[config.mk]
export PLATFORM = sky130hd
export DESIGN_NAME = load_align_flat
export DESIGN_NICKNAME = d
export VERILOG_FILES = /design/src/hw/lsu_access_pkg.sv /design/src/hw/lsu_data_pkg.sv /design/src/hw/lsu_access_if.sv /design/src/hw/load_align.sv /design/src/flat_wrapper.sv
export VERILOG_INCLUDE_DIRS = /design/src /design/src/include
export SDC_FILE = /design/constraint.sdc
export NUM_CORES = 1
export LEC_CHECK = 0
export BUFFER_PORTS_ARGS = -buffer_cell sky130_fd_sc_hd__buf_2
export CAP_MARGIN = 15
export CORE_MARGIN = 5
export CORE_UTILIZATION = 40
export DETAILED_ROUTE_END_ITERATION = 16
export GPL_TIMING_DRIVEN = 0
export PLACE_DENSITY = 0.8
export SLEW_MARGIN = 20
export SYNTH_ARGS = -nofsm -noshare
export SYNTH_HDL_FRONTEND = slang
export SYNTH_SLANG_ARGS = --single-unit
[constraint.sdc]
create_clock -name clk -period 2.28 [get_ports clk]
set_input_delay 0.228 -clock clk [delete_from_list [all_inputs] [get_ports clk]]
set_output_delay 0.228 -clock clk [all_outputs]
set_load 0.02 [all_outputs]
[src/include/lsu_macros.svh]
`ifndef LSU_MACROS_SVH
`define LSU_MACROS_SVH

// Data RAM geometry.
`define LSU_MEM_WORDS 1024 // Words in the data RAM.
`define LSU_INDEX_BITS 10 // Word index width, log2 of the depth.

// Legal byte address window, inclusive at both ends.
`define LSU_ADDR_LB 32'h0000_0000 // Lowest data byte.
`define LSU_ADDR_UB 32'h0000_0FFF // Highest data byte.

// Access mode codes as issued by the pipeline.
`define LSU_MODE_NONE 3'd0 // No memory access.
`define LSU_MODE_W 3'd1 // Word.
`define LSU_MODE_H 3'd2 // Halfword, sign extended.
`define LSU_MODE_HU 3'd3 // Halfword, zero extended.
`define LSU_MODE_B 3'd4 // Byte, sign extended.
`define LSU_MODE_BU 3'd5 // Byte, zero extended.

// Codes 6 and 7 are unused and always fault.

`endif

[src/hw/lsu_access_pkg.sv]
package lsu_access_pkg;

	// Access mode, see the LSU_MODE_* codes.
	typedef logic [2:0] mode_t;

	// Byte position inside a word.
	typedef logic [1:0] byte_offset_t;

endpackage

[src/hw/lsu_data_pkg.sv]
`include "lsu_macros.svh"

package lsu_data_pkg;

	// Data word, also used for a byte address.
	typedef logic [31:0] word_t;

	// Word index into the data RAM.
	typedef logic [`LSU_INDEX_BITS-1:0] word_index_t;

	// One write enable per byte lane, bit 0 is bits 7 to 0.
	typedef logic [3:0] byte_mask_t;

endpackage

[src/hw/lsu_access_if.sv]
interface lsu_access_if;

	import lsu_data_pkg::*;
	import lsu_access_pkg::*;

	logic strobe; // Access issued this cycle.
	logic ok; // Passed window and alignment checks.
	mode_t mode; // Mode seen by the result side.
	byte_offset_t offset; // Byte position in the word.
	word_index_t index; // RAM word index.
	byte_mask_t mask; // Lanes to write.
	word_t wdata; // Store data placed on its lanes.

	// Decoder drives the whole description.
	modport decode (
		output strobe, ok, mode, offset, index, mask, wdata
	);

	// RAM bank needs only the write and read side.
	modport bank (
		input strobe, ok, index, mask, wdata
	);

	// Result stage needs what shapes the load value.
	modport result (
		input strobe, ok, mode, offset
	);

endinterface

[src/hw/load_align.sv]
`include "lsu_macros.svh"

module load_align (
	input logic clk,
	input logic reset,
	lsu_access_if.result acc,
	input lsu_data_pkg::word_t rword,
	output logic resp,
	output logic fault,
	output lsu_data_pkg::word_t rdata
);

	import lsu_data_pkg::*;
	import lsu_access_pkg::*;

	logic strobe_q; // Access pending a response.
	logic ok_q; // Pending access was legal.
	logic load_q; // Pending access returns data.
	mode_t mode_q; // Pending access mode.
	byte_offset_t offset_q; // Pending byte position.
	logic [15:0] half; // Addressed halfword.
	logic [7:0] lane; // Addressed byte.
	word_t ext; // Extended load value.

	// Response strobe, the only control state here.
	always_ff @(posedge clk) begin
		if (reset) begin
			strobe_q <= 1'b0;
		end else begin
			strobe_q <= acc.strobe; // One cycle behind req.
		end
	end

	// Access description, captured with the RAM read.
	always_ff @(posedge clk) begin
		if (acc.strobe) begin
			ok_q <= acc.ok;
			load_q <= (acc.mode != `LSU_MODE_NONE); // Stores arrive as NONE.
			mode_q <= acc.mode;
			offset_q <= acc.offset;
		end
	end

	// Pick and extend the addressed part of the word.
	always_comb begin
		half = offset_q[1] ? rword[31:16] : rword[15:0];
		lane = rword[{offset_q, 3'b000} +: 8];
		case (mode_q)
			`LSU_MODE_W: ext = rword;
			`LSU_MODE_H: ext = {{16{half[15]}}, half}; // Sign extend.
			`LSU_MODE_HU: ext = {16'h0000, half}; // Zero extend.
			`LSU_MODE_B: ext = {{24{lane[7]}}, lane};
			`LSU_MODE_BU: ext = {24'h00_0000, lane};
			default: ext = '0;
		endcase
	end

	assign resp = strobe_q;
	assign fault = strobe_q && !ok_q; // Checks failed.
	assign rdata = (ok_q && load_q) ? ext : '0; // Zero for stores, NONE and faults.

endmodule

[src/flat_wrapper.sv]
// flat-port wrapper written by rule: the top's interface ports become plain ports
module load_align_flat import lsu_data_pkg::*; import lsu_access_pkg::*;
  (clk, reset, rword, resp, fault, rdata, acc_strobe, acc_ok, acc_mode, acc_offset);
  lsu_access_if acc_i ();
  input logic clk;
  input logic reset;
  input lsu_data_pkg::word_t rword;
  output logic resp;
  output logic fault;
  output lsu_data_pkg::word_t rdata;
  input wire logic [$bits(acc_i.strobe)-1:0] acc_strobe;
  input wire logic [$bits(acc_i.ok)-1:0] acc_ok;
  input wire logic [$bits(acc_i.mode)-1:0] acc_mode;
  input wire logic [$bits(acc_i.offset)-1:0] acc_offset;
  assign acc_i.strobe = acc_strobe;
  assign acc_i.ok = acc_ok;
  assign acc_i.mode = acc_mode;
  assign acc_i.offset = acc_offset;
  load_align u_core (.clk(clk), .reset(reset), .acc(acc_i), .rword(rword), .resp(resp), .fault(fault), .rdata(rdata));
endmodule
# == Yosys cells after proc, flatten, opt, wreduce, memory -nomap -nowiden ==
# Cells that the tools add are included.
# Widths: inputs -> output; s select.
# word_totals
wordCells,18
regBits,8
out_inout_bits,34
# classes
n_mux,3
reduce_logical,4
shifts,1
n_eq_ne,5
# op_table
op,n
$pmux 32 s5,1
$mux 32,1
$shiftx 32x6->8,1
$mux 16,1
$eq 3x2->1 const B,2
$eq 3x3->1 const B,2
$eq 3x1->1 const B,1
$reduce_bool 3->1,1
$logic_and 1x1->1,2
$logic_not 1->1,1

# == Logic depth before layout (Yosys ltp) ==
# logic_depth
word_depth,3
ltp_mapped,6
ltp_nobuf,4

# == Worst setup path before layout ==
# No wires, ideal clock.
# synth_path
path_type,flip-flop to output port
from,reg u_core.offset_q[1]
to,out rdata[4]
path_stages_with_launch,6
arrival_time_ns,1.601
path_slack_ns,0.451
t_required_ns,2.052
path_cell_list,edfxtp_1 > buf_6 > clkbuf_1 > mux2_2 > a222oi_1 > nor2_1
# synth_between
elab_chain_cells,3
elab_cells_between_ends,4
# synth_rtl
element,line,rtl
start: declaration,load_align.sv:20,byte_offset_t offset_q;
start signal: assignment,load_align.sv:40,offset_q <= acc.offset;
$shiftx 32x6->8 / $mux 16 (equally long branches),"load_align.sv:47, load_align.sv:46",
$pmux 32 s5 *,load_align.sv:48,case (mode_q)
$mux 32 *,load_align.sv:60,assign rdata = (ok_q && load_q) ? ext : '0;
end: declaration,flat_wrapper.sv:10,output lsu_data_pkg::word_t rdata;
# Mark *: on every way between the ends. The rest lies on a longest branch, timed or not.

# == Worst setup path in the final report ==
# layout_path
from,reg u_core.offset_q[1]
to,out rdata[31]
# Same word-level chain as after synthesis.

==> results.sh <==
export IMPL_synth_cell_type_count=26
export IMPL_ratio_of_cells_with_drive_above_1_in_the_final_layout=0.535
export IMPL_floorplan_die_height_um=59.8
export IMPL_synth_net_count=164
export IMPL_place_port_buffers=74
export IMPL_via_per_inst=5.48
export IMPL_p_switching_uw=218
export IMPL_arrival_ns=1.96
export IMPL_final_max_slew_violation_count=0
export IMPL_ios=75
export IMPL_dr_total_vias=1272
export IMPL_post_synth_main_area_contributors="sky130_fd_sc_hd__edfxtp_1 (21%), sky130_fd_sc_hd__mux2_2 (17%), sky130_fd_sc_hd__a21oi_1 (9.1%)"
export IMPL_p_seq_frac=0.317
export IMPL_final_estimated_routing_congestion_in_global_placement=0.871
export IMPL_cts_tree="done"
export IMPL_grt_max_degree=11
export IMPL_cp_max_fo=9
export IMPL_p_clk_frac=0.204
export IMPL_yosys_warnings=0
export IMPL_synth_most_common_cell="sky130_fd_sc_hd__nand2_1"
export IMPL_synthesis_area_um2=992
export IMPL_timing_worst_slew_pin_value_ns=0.426
export IMPL_post_route_period_util=0.960
export IMPL_power_density_nw_per_um2=400
export IMPL_relative_max_transition_margin=0.715
export IMPL_detailedRoute_firstIterationViolations=77
export IMPL_die_width_um=59.8
export IMPL_ys_async_sr_fraction=0
export IMPL_area_delta_synth_final_pct=46.8
export IMPL_finalSetupViolCount=0
export IMPL_unrepaired_setup_endpoints_after_global_routing="no"
export IMPL_report_final_hold_viol_count=0
export IMPL_clock_sink_count=8
export IMPL_design_die_area_um2=3580
export IMPL_syn_instance_count=123
export IMPL_maxCapViolations=0
export IMPL_grt_first_pass_wirelength_um=5110
export IMPL_cts_path_max_buffers=2
export IMPL_ys_seq_elements=8
export IMPL_cts_reportedPaths_clkPinSlew_ns=0.06
export IMPL_post_synth_cell_area_avg_um2=8.07
export IMPL_cts_htree_levels=1
export IMPL_postPlaceCellArea_um2=1400
export IMPL_cts_hold_fix_buffers=0
export IMPL_critPathLaunchType="register"
export IMPL_final_cell_area_um2=1460
export IMPL_core_area_um2=2430
export IMPL_start_util=0.408
export IMPL_synthDominantCellAreaShare=0.212
export IMPL_antenna_cells_inserted=0
export IMPL_p_int_uw=364
export IMPL_status="finished clean"
export IMPL_grt_ovfl_total=0
export IMPL_post_layout_power_uw=582
export IMPL_detail_route_wirelength_um=3420
export IMPL_post_synth_top_cells="sky130_fd_sc_hd__nand2_1 (19), sky130_fd_sc_hd__a21oi_1 (18), sky130_fd_sc_hd__nor2_1 (17), sky130_fd_sc_hd__mux2_2 (15)"
export IMPL_comb_power_share=0.478
export IMPL_antenna_found_initial=0
export IMPL_drt_wirelength_per_cell_um=14.7
export IMPL_finalCriticalPeriod_ns=2.19
export IMPL_ir_worst_vdd_v=0.000447
export IMPL_hpwl_um=2720
export IMPL_power_static_leakage_nw=0.702
export IMPL_synth_sequential_area_ratio=0.232
export IMPL_numPlacedInstances=227
export IMPL_worst_setup_path_end_kind="output port"
export IMPL_crit_type="register to output port"
export IMPL_postSynth_topFlopCell="sky130_fd_sc_hd__edfxtp_1"
export IMPL_timing_critical_path_required_ns=2.05
export IMPL_route_detailed_drc=0
export IMPL_nNetsFinal=244
export IMPL_instances_no_fill=232
export IMPL_max_clock_freq_mhz=457
export IMPL_grt_total_usage=0.187
export IMPL_p_sw_frac=0.375
export IMPL_antenna_left=0
export IMPL_first_pass_iters=4
export IMPL_rows=18
export IMPL_synth_edf_count=7
export IMPL_hp_class="input port to register"
export IMPL_clock_root_buffer="sky130_fd_sc_hd__clkbuf_4"
export IMPL_setup_tns_final_ns=0
export IMPL_tritoncts_num_buffers=3
export IMPL_first_global_vias=1107
export IMPL_most_area_hungry_cell_type_in_the_yosys_netlist="sky130_fd_sc_hd__edfxtp_1"
## cell families (layout without fill, tap and decap cells)
group                  Yosys count  after routing  synth area share
AND/OR/NAND/NOR                 49             49             0.221
AO/OA/AOI/OAI                   35             35             0.257
multiplexers                    19             19             0.223
buffers and inverters           12             91            0.0668
flip-flops                       8              8             0.232
## final timing paths
path	from	end	slack, ns	cells past startpoint
worst max-delay path	u_core.offset_q[1]$_DFFE_PP_	rdata[31]	0.09	6
worst min-delay path	reset	u_core.resp$_SDFF_PP0_	0.13	2
## per-stage QoR
stage / hold WS (ns) / setup WS, ns / utilization
3_5_place_dp: 0.395 / 0.198 / 0.576
2_1_floorplan: 0.300 / 0.451 / -
6_report: 0.131 / 0.0906 / 0.599
4_1_cts: 0.121 / 0.0241 / 0.596
3_3_place_gp: 0.383 / 0.212 / 0.576
5_1_grt: 0.134 / 0.00206 / 0.599
## sequential cells by signal, indices dropped and copies added (netlist names)
name / count
u_core.mode_q: 3
u_core.resp: 1
u_core.load_q: 1
u_core.offset_q: 2
u_core.ok_q: 1
## critical path, stage by stage, from the launching register on
cell                       delay, ns
sky130_fd_sc_hd__edfxtp_1       0.34
sky130_fd_sc_hd__buf_6          0.14
sky130_fd_sc_hd__mux4_2         0.56
sky130_fd_sc_hd__a31oi_4        0.24
sky130_fd_sc_hd__buf_4          0.17
sky130_fd_sc_hd__a21oi_1        0.07
sky130_fd_sc_hd__buf_2          0.17
## power groups by stage
stage                     combinational, mW  clock (mW)  sequential, mW
after CTS                             0.281       0.123           0.178
after detailed placement              0.274           0           0.181
after global placement                0.270           0           0.180
after floorplan                       0.176           0           0.180
final                                 0.278       0.119           0.185
after global routing                  0.302       0.128           0.186
## per-layer routing
| layer | vias to the layer above | global-route usage | part of all wire |
|---|---|---|---|
| met5 | - | 0 | 0 |
| met4 | 0 | 0.0506 | 0.010 |
| met3 | 4 | 0.0432 | 0.076 |
| met2 | 50 | 0.296 | 0.51 |
| met1 | 594 | 0.255 | 0.40 |
| li1 | 624 | - | - |
## cells in the final DEF, fill, tap and decap left out, types with 2 or more instances in the layout
cell type                  synthesis  routed
sky130_fd_sc_hd__buf_2             5      78
sky130_fd_sc_hd__nand2_1          19      19
sky130_fd_sc_hd__a21oi_1          18      18
sky130_fd_sc_hd__nor2_1           17      16
sky130_fd_sc_hd__mux2_2           15      15
sky130_fd_sc_hd__a221oi_1          7       7
sky130_fd_sc_hd__a222oi_1          7       7
sky130_fd_sc_hd__edfxtp_1          7       7
sky130_fd_sc_hd__clkbuf_4          0       4
sky130_fd_sc_hd__mux2i_1           3       3
sky130_fd_sc_hd__nand2b_1          3       3
sky130_fd_sc_hd__buf_4             0       3
sky130_fd_sc_hd__buf_6             2       2
sky130_fd_sc_hd__or3_1             2       2
sky130_fd_sc_hd__clkbuf_1          4       2
sky130_fd_sc_hd__nor2b_1           2       2
## repair_timing
| item | CTS | global route |
|---|---|---|
| pin swaps | 1 | 0 |
| gates resized for setup | 1 | 4 |
| buffers inserted | 3 | 0 |
| setup endpoints to repair | 14 | 30 |
## final cells by class
type | instances | area [µm²]
fill | 252 | 976
buffer | 9 | 58.8
inverter | 1 | 3.75
sequential | 8 | 230
timing repair buffer | 77 | 393
multi-input combinational | 103 | 707
tap | 30 | 37.5
clock buffer | 4 | 26.3
Note: power is estimated with default switching activity, not from simulation.
