[config.mk]
export PLATFORM = sky130hd
export DESIGN_NAME = access_decode_flat
export DESIGN_NICKNAME = d
export VERILOG_FILES = /design/src/hw/lsu_access_pkg.sv /design/src/hw/lsu_data_pkg.sv /design/src/hw/lsu_access_if.sv /design/src/hw/access_decode.sv /design/src/flat_wrapper.sv
export VERILOG_INCLUDE_DIRS = /design/src /design/src/include
export SDC_FILE = /design/constraint.sdc
export NUM_CORES = 1
export LEC_CHECK = 0
export BUFFER_PORTS_ARGS = -buffer_cell sky130_fd_sc_hd__buf_2
export CAP_MARGIN = 10
export CELL_PAD_IN_SITES_DETAIL_PLACEMENT = 1
export CELL_PAD_IN_SITES_GLOBAL_PLACEMENT = 2
export CORE_AREA = 2 2 84 86
export DETAILED_ROUTE_END_ITERATION = 8
export DIE_AREA = 0 0 86 88
export GPL_ROUTABILITY_DRIVEN = 0
export PLACE_DENSITY = 0.92
export SETUP_SLACK_MARGIN = 0.1
export SLEW_MARGIN = 20
export SYNTH_ARGS = -nofsm -noshare
export SYNTH_HDL_FRONTEND = slang
export SYNTH_SLANG_ARGS = --single-unit
export TNS_END_PERCENT = 100
[constraint.sdc]
create_clock -name vclk -period 1.35
set_clock_uncertainty 0.05 [all_clocks]
set_input_delay 0.135 -clock vclk [all_inputs]
set_output_delay 0.135 -clock vclk [all_outputs]
set_load 0.01 [all_outputs]
[src/include/lsu_macros.svh]
`ifndef LSU_MACROS_SVH
`define LSU_MACROS_SVH

// Data RAM geometry.
`define LSU_MEM_WORDS 1024 // Words in the data RAM.
`define LSU_INDEX_BITS 10 // Word index width, log2 of the depth.

// Legal byte address window, inclusive at both ends.
`define LSU_ADDR_LB 32'h0000_0000 // Lowest data byte.
`define LSU_ADDR_UB 32'h0000_0FFF // Highest data byte.

// Access mode codes as issued by the pipeline.
`define LSU_MODE_NONE 3'd0 // No memory access.
`define LSU_MODE_W 3'd1 // Word.
`define LSU_MODE_H 3'd2 // Halfword, sign extended.
`define LSU_MODE_HU 3'd3 // Halfword, zero extended.
`define LSU_MODE_B 3'd4 // Byte, sign extended.
`define LSU_MODE_BU 3'd5 // Byte, zero extended.

// Codes 6 and 7 are unused and always fault.

`endif

[src/hw/lsu_access_pkg.sv]
package lsu_access_pkg;

	// Access mode, see the LSU_MODE_* codes.
	typedef logic [2:0] mode_t;

	// Byte position inside a word.
	typedef logic [1:0] byte_offset_t;

endpackage

[src/hw/lsu_data_pkg.sv]
`include "lsu_macros.svh"

package lsu_data_pkg;

	// Data word, also used for a byte address.
	typedef logic [31:0] word_t;

	// Word index into the data RAM.
	typedef logic [`LSU_INDEX_BITS-1:0] word_index_t;

	// One write enable per byte lane, bit 0 is bits 7 to 0.
	typedef logic [3:0] byte_mask_t;

endpackage

[src/hw/lsu_access_if.sv]
interface lsu_access_if;

	import lsu_data_pkg::*;
	import lsu_access_pkg::*;

	logic strobe; // Access issued this cycle.
	logic ok; // Passed window and alignment checks.
	mode_t mode; // Mode seen by the result side.
	byte_offset_t offset; // Byte position in the word.
	word_index_t index; // RAM word index.
	byte_mask_t mask; // Lanes to write.
	word_t wdata; // Store data placed on its lanes.

	// Decoder drives the whole description.
	modport decode (
		output strobe, ok, mode, offset, index, mask, wdata
	);

	// RAM bank needs only the write and read side.
	modport bank (
		input strobe, ok, index, mask, wdata
	);

	// Result stage needs what shapes the load value.
	modport result (
		input strobe, ok, mode, offset
	);

endinterface

[src/hw/access_decode.sv]
`include "lsu_macros.svh"

module access_decode (
	input logic req,
	input lsu_data_pkg::word_t addr,
	input logic we,
	input lsu_access_pkg::mode_t mode,
	input lsu_data_pkg::word_t wdata,
	lsu_access_if.decode acc
);

	import lsu_data_pkg::*;
	import lsu_access_pkg::*;

	logic in_window; // Address inside the data window.
	logic aligned; // Address meets the mode's alignment.
	logic legal; // Access may proceed.
	byte_offset_t offset; // Low address bits.
	byte_mask_t store_mask; // Lanes written by this access.
	word_t placed; // Store data replicated over its lanes.

	assign offset = addr[1:0];

	// Window and alignment rules.
	always_comb begin
		in_window = (addr >= `LSU_ADDR_LB) && (addr <= `LSU_ADDR_UB);
		case (mode)
			`LSU_MODE_W: aligned = (offset == 2'b00); // Word boundary.
			`LSU_MODE_H, `LSU_MODE_HU: aligned = ~offset[0]; // Halfword boundary.
			`LSU_MODE_B, `LSU_MODE_BU: aligned = 1'b1; // Any byte.
			default: aligned = 1'b0; // Unused codes fault.
		endcase
	end

	assign legal = (mode == `LSU_MODE_NONE) || (in_window && aligned); // NONE never faults.

	// Lane mask, only for a legal store that is really issued.
	always_comb begin
		store_mask = '0;
		if (req && we && legal) begin
			case (mode)
				`LSU_MODE_W: store_mask = 4'b1111; // All lanes.
				`LSU_MODE_H: store_mask = offset[1] ? 4'b1100 : 4'b0011; // Upper or lower half.
				`LSU_MODE_B: store_mask = byte_mask_t'(4'b0001 << offset); // Single lane.
				default: store_mask = '0; // HU, BU and NONE stores write nothing.
			endcase
		end
	end

	// Put the halfword or byte on every lane it may land on,
	// the mask then picks the right one.
	always_comb begin
		case (mode)
			`LSU_MODE_H, `LSU_MODE_HU: placed = {2{wdata[15:0]}};
			`LSU_MODE_B, `LSU_MODE_BU: placed = {4{wdata[7:0]}};
			default: placed = wdata; // Word goes as is.
		endcase
	end

	assign acc.strobe = req;
	assign acc.ok = legal;
	// Stores return zero, so the result side sees them as NONE.
	assign acc.mode = we ? mode_t'(`LSU_MODE_NONE) : mode;
	assign acc.offset = offset;
	assign acc.index = addr[`LSU_INDEX_BITS+1:2]; // Word address in the window.
	assign acc.mask = store_mask;
	assign acc.wdata = placed;

endmodule

[src/flat_wrapper.sv]
// flat-port wrapper written by rule: the top's interface ports become plain ports
module access_decode_flat import lsu_data_pkg::*; import lsu_access_pkg::*;
  (req, addr, we, mode, wdata, acc_strobe, acc_ok, acc_mode, acc_offset, acc_index, acc_mask, acc_wdata);
  lsu_access_if acc_i ();
  input logic req;
  input lsu_data_pkg::word_t addr;
  input logic we;
  input lsu_access_pkg::mode_t mode;
  input lsu_data_pkg::word_t wdata;
  output wire logic [$bits(acc_i.strobe)-1:0] acc_strobe;
  output wire logic [$bits(acc_i.ok)-1:0] acc_ok;
  output wire logic [$bits(acc_i.mode)-1:0] acc_mode;
  output wire logic [$bits(acc_i.offset)-1:0] acc_offset;
  output wire logic [$bits(acc_i.index)-1:0] acc_index;
  output wire logic [$bits(acc_i.mask)-1:0] acc_mask;
  output wire logic [$bits(acc_i.wdata)-1:0] acc_wdata;
  assign acc_strobe = acc_i.strobe;
  assign acc_ok = acc_i.ok;
  assign acc_mode = acc_i.mode;
  assign acc_offset = acc_i.offset;
  assign acc_index = acc_i.index;
  assign acc_mask = acc_i.mask;
  assign acc_wdata = acc_i.wdata;
  access_decode u_core (.req(req), .addr(addr), .we(we), .mode(mode), .wdata(wdata), .acc(acc_i));
endmodule
# Word level (Yosys, flattened, before mapping)
# Index checks and enable logic that the tools add are counted.
# word_totals
reg_bits,0
output_inout_bits,53
elab_cells,24
in_bits,69
# op_classes
mux,6
n_reduce_logical,9
n_lt_le_gt_ge,2
eq_ne,5
bitwise_logic,1
shift,1
# ops
cell,n
$pmux W32 S2,1
$ge A32 B1 Y1 const B,1
$le A32 B12 Y1 const B,1
$pmux W4 S3,1
$mux W4,2
$eq A3 B2 Y1 const B,2
$eq A3 B3 Y1 const B,2
$logic_and A1 B1 Y1,4
$reduce_or A2 Y1,2
$shl A1 B2 Y4 const A,1
$eq A3 B1 Y1 const B,1
$logic_not A3 Y1,1
$mux W3,1
$pmux W1 S3,1
$logic_not A2 Y1,1
$logic_or A1 B1 Y1,1
$not A1 Y1,1

# Logic depth before layout (Yosys ltp)
# Gate-level depths: netlist (run 1).
# logic_depth
depth_word,7
mapped_depth,5

# Worst setup path after synthesis (run 1)
# Ideal clock, no wire load.
# synth_timing
path_kind,input-to-output
from,input port addr[23]
to,output port acc_mask[1]
path_buffers,0
path_stages,4
arrival_ns,1.184
path_slack_ns,-0.019
required_time_ns,1.165
path_cell_list,nor4_2 and3_1 nand3_1 a2111oi_1
# synth_via
elab_chain_cells,6
# synth_lines
item,line,rtl
"start, declared",flat_wrapper.sv:6,input lsu_data_pkg::word_t addr;
$ge A32 B1 Y1 (no source line) / $le A32 B12 Y1 (equally long branches),n/a,
$logic_and A1 B1 Y1 *,access_decode.sv:26,in_window = (addr >= `LSU_ADDR_LB) && (addr <= `LSU_ADDR_UB);
$logic_and A1 B1 Y1 *,access_decode.sv:35,assign legal = (mode == `LSU_MODE_NONE) || (in_window && aligned);
$logic_or A1 B1 Y1 *,access_decode.sv:35,
$logic_and A1 B1 Y1 *,access_decode.sv:40,if (req && we && legal) begin
$mux W4 *,access_decode.sv:40,
"end, declared",flat_wrapper.sv:15,output wire logic [$bits(acc_i.mask)-1:0] acc_mask;
# Every way passes the cells marked *; elsewhere a longest branch is shown, timed or not.

# Worst setup path after layout (run 1)
# Ends and elaborated chain as after synthesis.

==> impl_metrics.env, run 1 <==
export IMPL_n_antenna_cell=0
export IMPL_wire_per_inst_um=14.3
export IMPL_synth_most_common_cell="buf_4"
export IMPL_syn_inst=109
export IMPL_num_clock_buffers=0
export IMPL_whs_path_depth=0
export IMPL_die_w_um=86
export IMPL_fin_crit_ns=1.55
export IMPL_first_global_vias=1207
export IMPL_grt_pass1_wl_mm=5.78
export IMPL_syn_cell_area_um2=852
export IMPL_synth_area_top_cells="mux2_2 (21%), buf_4 (19%), mux2i_1 (9.4%)"
export IMPL_die_y_um=88
export IMPL_ys_warn_count=0
export IMPL_cellPowerDensity_nw_per_um2=337
export IMPL_areaGrowthSynthToFinish_pct=103
export IMPL_tightest_slew_ns=0.636
export IMPL_cts_hold_fix_buffers=0
export IMPL_rsz0062_at_grt="yes"
export IMPL_regArea_um2=0
export IMPL_ioPinCount=122
export IMPL_seq_area_frac_synth_pct=0
export IMPL_ant_nets=0
export IMPL_fmax_ghz=0.646
export IMPL_drt_total_wl_mm=4.05
export IMPL_synth_top_area_share_pct=21.1
export IMPL_cp_arrival_ns=1.36
export IMPL_cellLeakagePower_nw=0.810
export IMPL_fin_crit_sh_pct=115
export IMPL_slew_limit_headroom_pct=57.6
export IMPL_critPathLaunchType="input port"
export IMPL_antenna_found_initial=0
export IMPL_ir_drop_uv=87.3
export IMPL_path_max_fanout=2
export IMPL_core_area_um2=6640
export IMPL_vias=1216
export IMPL_critical_path_class="input port to primary output"
export IMPL_drt_iter0_drc=12
export IMPL_min_path_type="input port to primary output"
export IMPL_fin_hold_ws_ns=0.220
export IMPL_firstDrtPassIters=4
export IMPL_io_buffers=102
export IMPL_end_kind="primary output"
export IMPL_grt_max_degree=16
export IMPL_hpwl_mm=3.08
export IMPL_ys_types=28
export IMPL_synth_commonest_cells="buf_4 (21), mux2_2 (16), a21oi_1 (9), nor2b_1 (9)"
export IMPL_layout_nets=273
export IMPL_maxSlewViolCount=0
export IMPL_hold_viol_final=0
export IMPL_worst_slack_ns=-0.197
export IMPL_grt_overflow=0
export IMPL_status="finished with violations"
export IMPL_required_ns=1.16
export IMPL_synth_largest_area_cell="mux2_2"
export IMPL_die_area_um2=7570
export IMPL_drive_gt1_share_pct=78.2
export IMPL_fin_cells=282
export IMPL_gr_usage_all_layers_pct=9.48
export IMPL_setup_viol=4
export IMPL_postSynthAreaPerCell_um2=7.82
export IMPL_violations="setup timing"
export IMPL_initial_core_util_pct=12.8
export IMPL_crit_path_start="addr[23]"
export IMPL_rows=30
export IMPL_hp_start="addr[3]"
export IMPL_viasPerCell=4.31
export IMPL_holdPathEnd="acc_index[1]"
export IMPL_design_seq_count=0
export IMPL_dp_cells=280
export IMPL_drv_cap=0
export IMPL_drc=0
export IMPL_syn_num_nets=178
## routing by layer
| metal | up-vias | global-route usage, % | wire, um | share of wire (%) |
|---|---|---|---|---|
| li1 | 572 | - | - | - |
| met1 | 566 | 9.44 | 1310 | 32 |
| met2 | 76 | 21.0 | 2340 | 58 |
| met3 | 2 | 1.04 | 384 | 9.5 |
| met4 | 0 | 1.01 | 8 | 0.20 |
| met5 | - | 0 | 0 | 0 |
## worst max-delay path, cell delays in order
cell and delay, ns:
buf_6 0.10, nor4_4 0.31, and3_4 0.26, nand3_4 0.08, a2111oi_2 0.27, buf_2 0.20
## where the power goes
group          switching (mW)  internal, mW
registers                   0             0
clock network               0             0
logic                   0.266         0.316
## worst max path at each step
| stage | endpoint | slack, ns | depth (start not counted) |
|---|---|---|---|
| 3_3_place_gp | acc_mask[0] | -0.14 | 6 |
| 3_5_place_dp | acc_mask[1] | -0.21 | 6 |
| 2_1_floorplan | acc_mask[1] | 0.09 | 4 |
| 6_report | acc_mask[1] | -0.20 | 6 |
| 4_1_cts | acc_mask[3] | -0.14 | 6 |
| 5_1_grt | acc_mask[3] | -0.30 | 6 |
## cells by family after synthesis
family | after synthesis | share of synthesized area (%)
buffers and inverters | 30 | 24.5
AND/OR/NAND/NOR | 28 | 20.1
AO/OA/AOI/OAI | 26 | 23.8
multiplexers | 24 | 30.5
XOR/XNOR | 1 | 1.03
## metrics by stage
step | total power [mW] | util, % | instance area (um2) | setup slack (ns) | setup TNS (ns)
after floorplan | 0.274 | - | 870 | 0.0900 | 0
after global routing | 0.625 | 26.0 | 1730 | -0.298 | -1.07
after CTS | 0.572 | 25.3 | 1680 | -0.143 | -0.530
final | 0.582 | 26.0 | 1730 | -0.197 | -0.667
after detailed placement | 0.470 | 21.1 | 1400 | -0.211 | -1.01
after global placement | 0.457 | 21.1 | 1400 | -0.145 | -0.843
## layout by cell type (no fill, tap or decap), drive strengths merged
| cell type | instances |
|---|---|
| o2bb2ai | 1 |
| a2111oi | 4 |
| o211ai | 1 |
| and3 | 2 |
| mux2 | 16 |
| or3 | 1 |
| nor2 | 5 |
| xnor2 | 1 |
| inv | 3 |
| nor4 | 5 |
| a211oi | 9 |
| nand3 | 1 |
| nor2b | 9 |
| nand3b | 1 |
| a21oi | 9 |
| nand2b | 3 |
| buf | 120 |
| mux2i | 8 |
| nand2 | 1 |
| o21ai | 2 |
## final cells by class
class              count  area [um2]
repair buffers       120         786
fillers              808        4910
well taps             80         100
multi-input cells     79         832
inverters              3        11.3
## what timing repair did
action                                  in CTS  in global routing
pin swaps                                    9                  5
endpoints found under the setup margin      26                 18
gates cloned                                 0                  0
resized for setup                           49                  7
setup buffers                                2                  0
Note: power is estimated with default switching activity, not from simulation.
==> inputs of run 2 (changes only) <==
--- a/config.mk
+++ b/config.mk
@@ -10,12 +10,12 @@
 export CAP_MARGIN = 10
 export CELL_PAD_IN_SITES_DETAIL_PLACEMENT = 1
 export CELL_PAD_IN_SITES_GLOBAL_PLACEMENT = 2
-export CORE_AREA = 2 2 84 86
+export CORE_AREA = 2 2 88 90
 export DETAILED_ROUTE_END_ITERATION = 8
-export DIE_AREA = 0 0 86 88
+export DIE_AREA = 0 0 90 92
 export GPL_ROUTABILITY_DRIVEN = 0
-export PLACE_DENSITY = 0.92
-export SETUP_SLACK_MARGIN = 0.1
+export PLACE_DENSITY = 0.88
+export SETUP_SLACK_MARGIN = 0.05
 export SLEW_MARGIN = 20
 export SYNTH_ARGS = -nofsm -noshare
 export SYNTH_HDL_FRONTEND = slang
==> constraint.sdc (replaced) <==
create_clock -name vclk -period 1.4
set_clock_uncertainty 0.05 [all_clocks]
set_input_delay 0.14 -clock vclk [all_inputs]
set_output_delay 0.14 -clock vclk [all_outputs]
set_load 0.01 [all_outputs]
==> impl_metrics.env, run 2 (synthesis results as in run 1) <==
export IMPL_slew_limit_headroom_pct=77.6
export IMPL_wire_per_inst_um=13.6
export IMPL_grt_busiest_layer="met2"
export IMPL_grt_use_met2_pct=19.5
export IMPL_worst_slack_ns=-0.121
export IMPL_hold_viol_final=0
export IMPL_path_cells="buf_2, nor4_2, and3_4, o211ai_1, a2111oi_2, buf_2"
export IMPL_areaGrowthSynthToFinish_pct=94.0
export IMPL_status="finished with violations"
export IMPL_vias=1205
export IMPL_hpwl_mm=3.41
export IMPL_grt_pass1_wl_mm=6.45
export IMPL_tightest_slew_ns=0.336
export IMPL_critPathMaxStageDelay_ns=0.27
export IMPL_initial_core_util_pct=11.4
export IMPL_core_area_um2=7450
export IMPL_fmax_ghz=0.657
export IMPL_end_kind="primary output"
export IMPL_cellPowerDensity_nw_per_um2=311
export IMPL_n_antenna_cell=0
export IMPL_hp_start="addr[3]"
export IMPL_num_clock_buffers=0
export IMPL_total_power_mw=0.515
export IMPL_required_ns=1.21
export IMPL_ir_drop_uv=85.0
export IMPL_grt_max_degree=16
export IMPL_crit_path_start="addr[31]"
export IMPL_ant_nets=0
export IMPL_critPathLaunchType="input port"
export IMPL_gr_usage_all_layers_pct=9.37
export IMPL_min_path_type="input port to primary output"
export IMPL_layout_nets=273
export IMPL_rsz0062_at_grt="yes"
export IMPL_ioPinCount=122
export IMPL_design_seq_count=0
export IMPL_critical_path_class="input port to primary output"
export IMPL_cellLeakagePower_nw=0.763
export IMPL_regArea_um2=0
export IMPL_fin_crit_sh_pct=109
export IMPL_tns_ns=-0.323
export IMPL_layout_common_cells="buf_2 (93), mux2_2 (16), buf_4 (15)"
export IMPL_drive_gt1_share_pct=79.7
export IMPL_cpMostUsedCell="buf_2"
export IMPL_antenna_found_initial=0
export IMPL_critPathSlowestCell="nor4_2"
export IMPL_viasPerCell=3.96
export IMPL_io_buffers=102
export IMPL_path_max_fanout=3
export IMPL_die_w_um=90
export IMPL_firstDrtPassIters=4
export IMPL_die_y_um=92
export IMPL_maxSlewViolCount=0
export IMPL_die_area_um2=8280
export IMPL_final_common_cell="buf_2"
export IMPL_first_global_vias=1259
export IMPL_drt_iter0_drc=17
export IMPL_drt_total_wl_mm=4.14
export IMPL_met1_usage_pct=10.1
export IMPL_place_area_um2=1420
export IMPL_cts_hold_fix_buffers=0
export IMPL_fin_area_um2=1650
export IMPL_drc=0
export IMPL_fin_crit_ns=1.52
export IMPL_grt_overflow=0
export IMPL_cp_arrival_ns=1.33
export IMPL_drv_cap=0
export IMPL_crit_end="acc_mask[2]"
export IMPL_setup_viol=4
export IMPL_met3_usage_pct=1.89
export IMPL_violations="setup timing"
export IMPL_rows=32
-- run 2: changes by cell type in the layout (fill, tap and decap cells not counted), moves of 3 or more --
cell    change
mux2_4      -5
buf_4       +3
mux2_2      +5
buf_6      -10
buf_2       +7
-- run 2: final cells by class --
class              count  area [um2]
repair buffers       120         721
multi-input cells     79         793
fillers              929        5790
inverters              3        11.3
well taps            102         128
-- run 2: how the worst min path moves through the flow --
| stage | endpoint | slack (ns) | cells past startpoint |
|---|---|---|---|
| global placement | acc_index[2] | 0.23 | 0 |
| detailed placement | acc_index[2] | 0.23 | 0 |
| finish | acc_index[1] | 0.23 | 0 |
| floorplan | acc_mode[1] | 0.27 | 1 |
| CTS | acc_index[2] | 0.23 | 0 |
| global route | acc_index[7] | 0.23 | 0 |
-- run 2: worst max-delay path, delay by kind of cell --
kind / cells / cell delay [ns]
buf+inv: 2 / 0.29
compound gates: 2 / 0.39
simple gates: 2 / 0.51
-- run 2: repair_timing --
action                                 in CTS  in global routing
resized for setup                          27                 12
setup endpoints to repair                  25                  6
endpoints found under the hold margin       0                  0
buffers inserted                            1                  1
pin swaps                                  11                  2
-- run 2: metal layers --
layer  routed length [um]  up-vias  part of all wire (%)
met5                    0        -                     0
met1                 1530      554                    37
met4                    9        0                  0.22
met2                 2240       76                    54
li1                     -      571                     -
met3                  363        4                   8.8
-- run 2: power by group --
group / leakage (nW) / total, mW / internal [mW] / switching [mW]
registers: 0 / 0 / 0 / 0
logic: 0.763 / 0.515 / 0.267 / 0.248
clock network: 0 / 0 / 0 / 0
total: 0.763 / 0.515 / 0.267 / 0.248
-- run 2: metrics by stage --
step           worst slack (ns)  cells  hold slack [ns]  utilization, %
2_1_floorplan            0.0726    109            0.273               -
4_1_cts                 -0.0845    303            0.230            21.3
3_3_place_gp             -0.185    302            0.230            19.0
3_5_place_dp             -0.205    302            0.230            19.0
6_report                 -0.121    304            0.230            22.2
5_1_grt                  -0.204    304            0.230            22.2
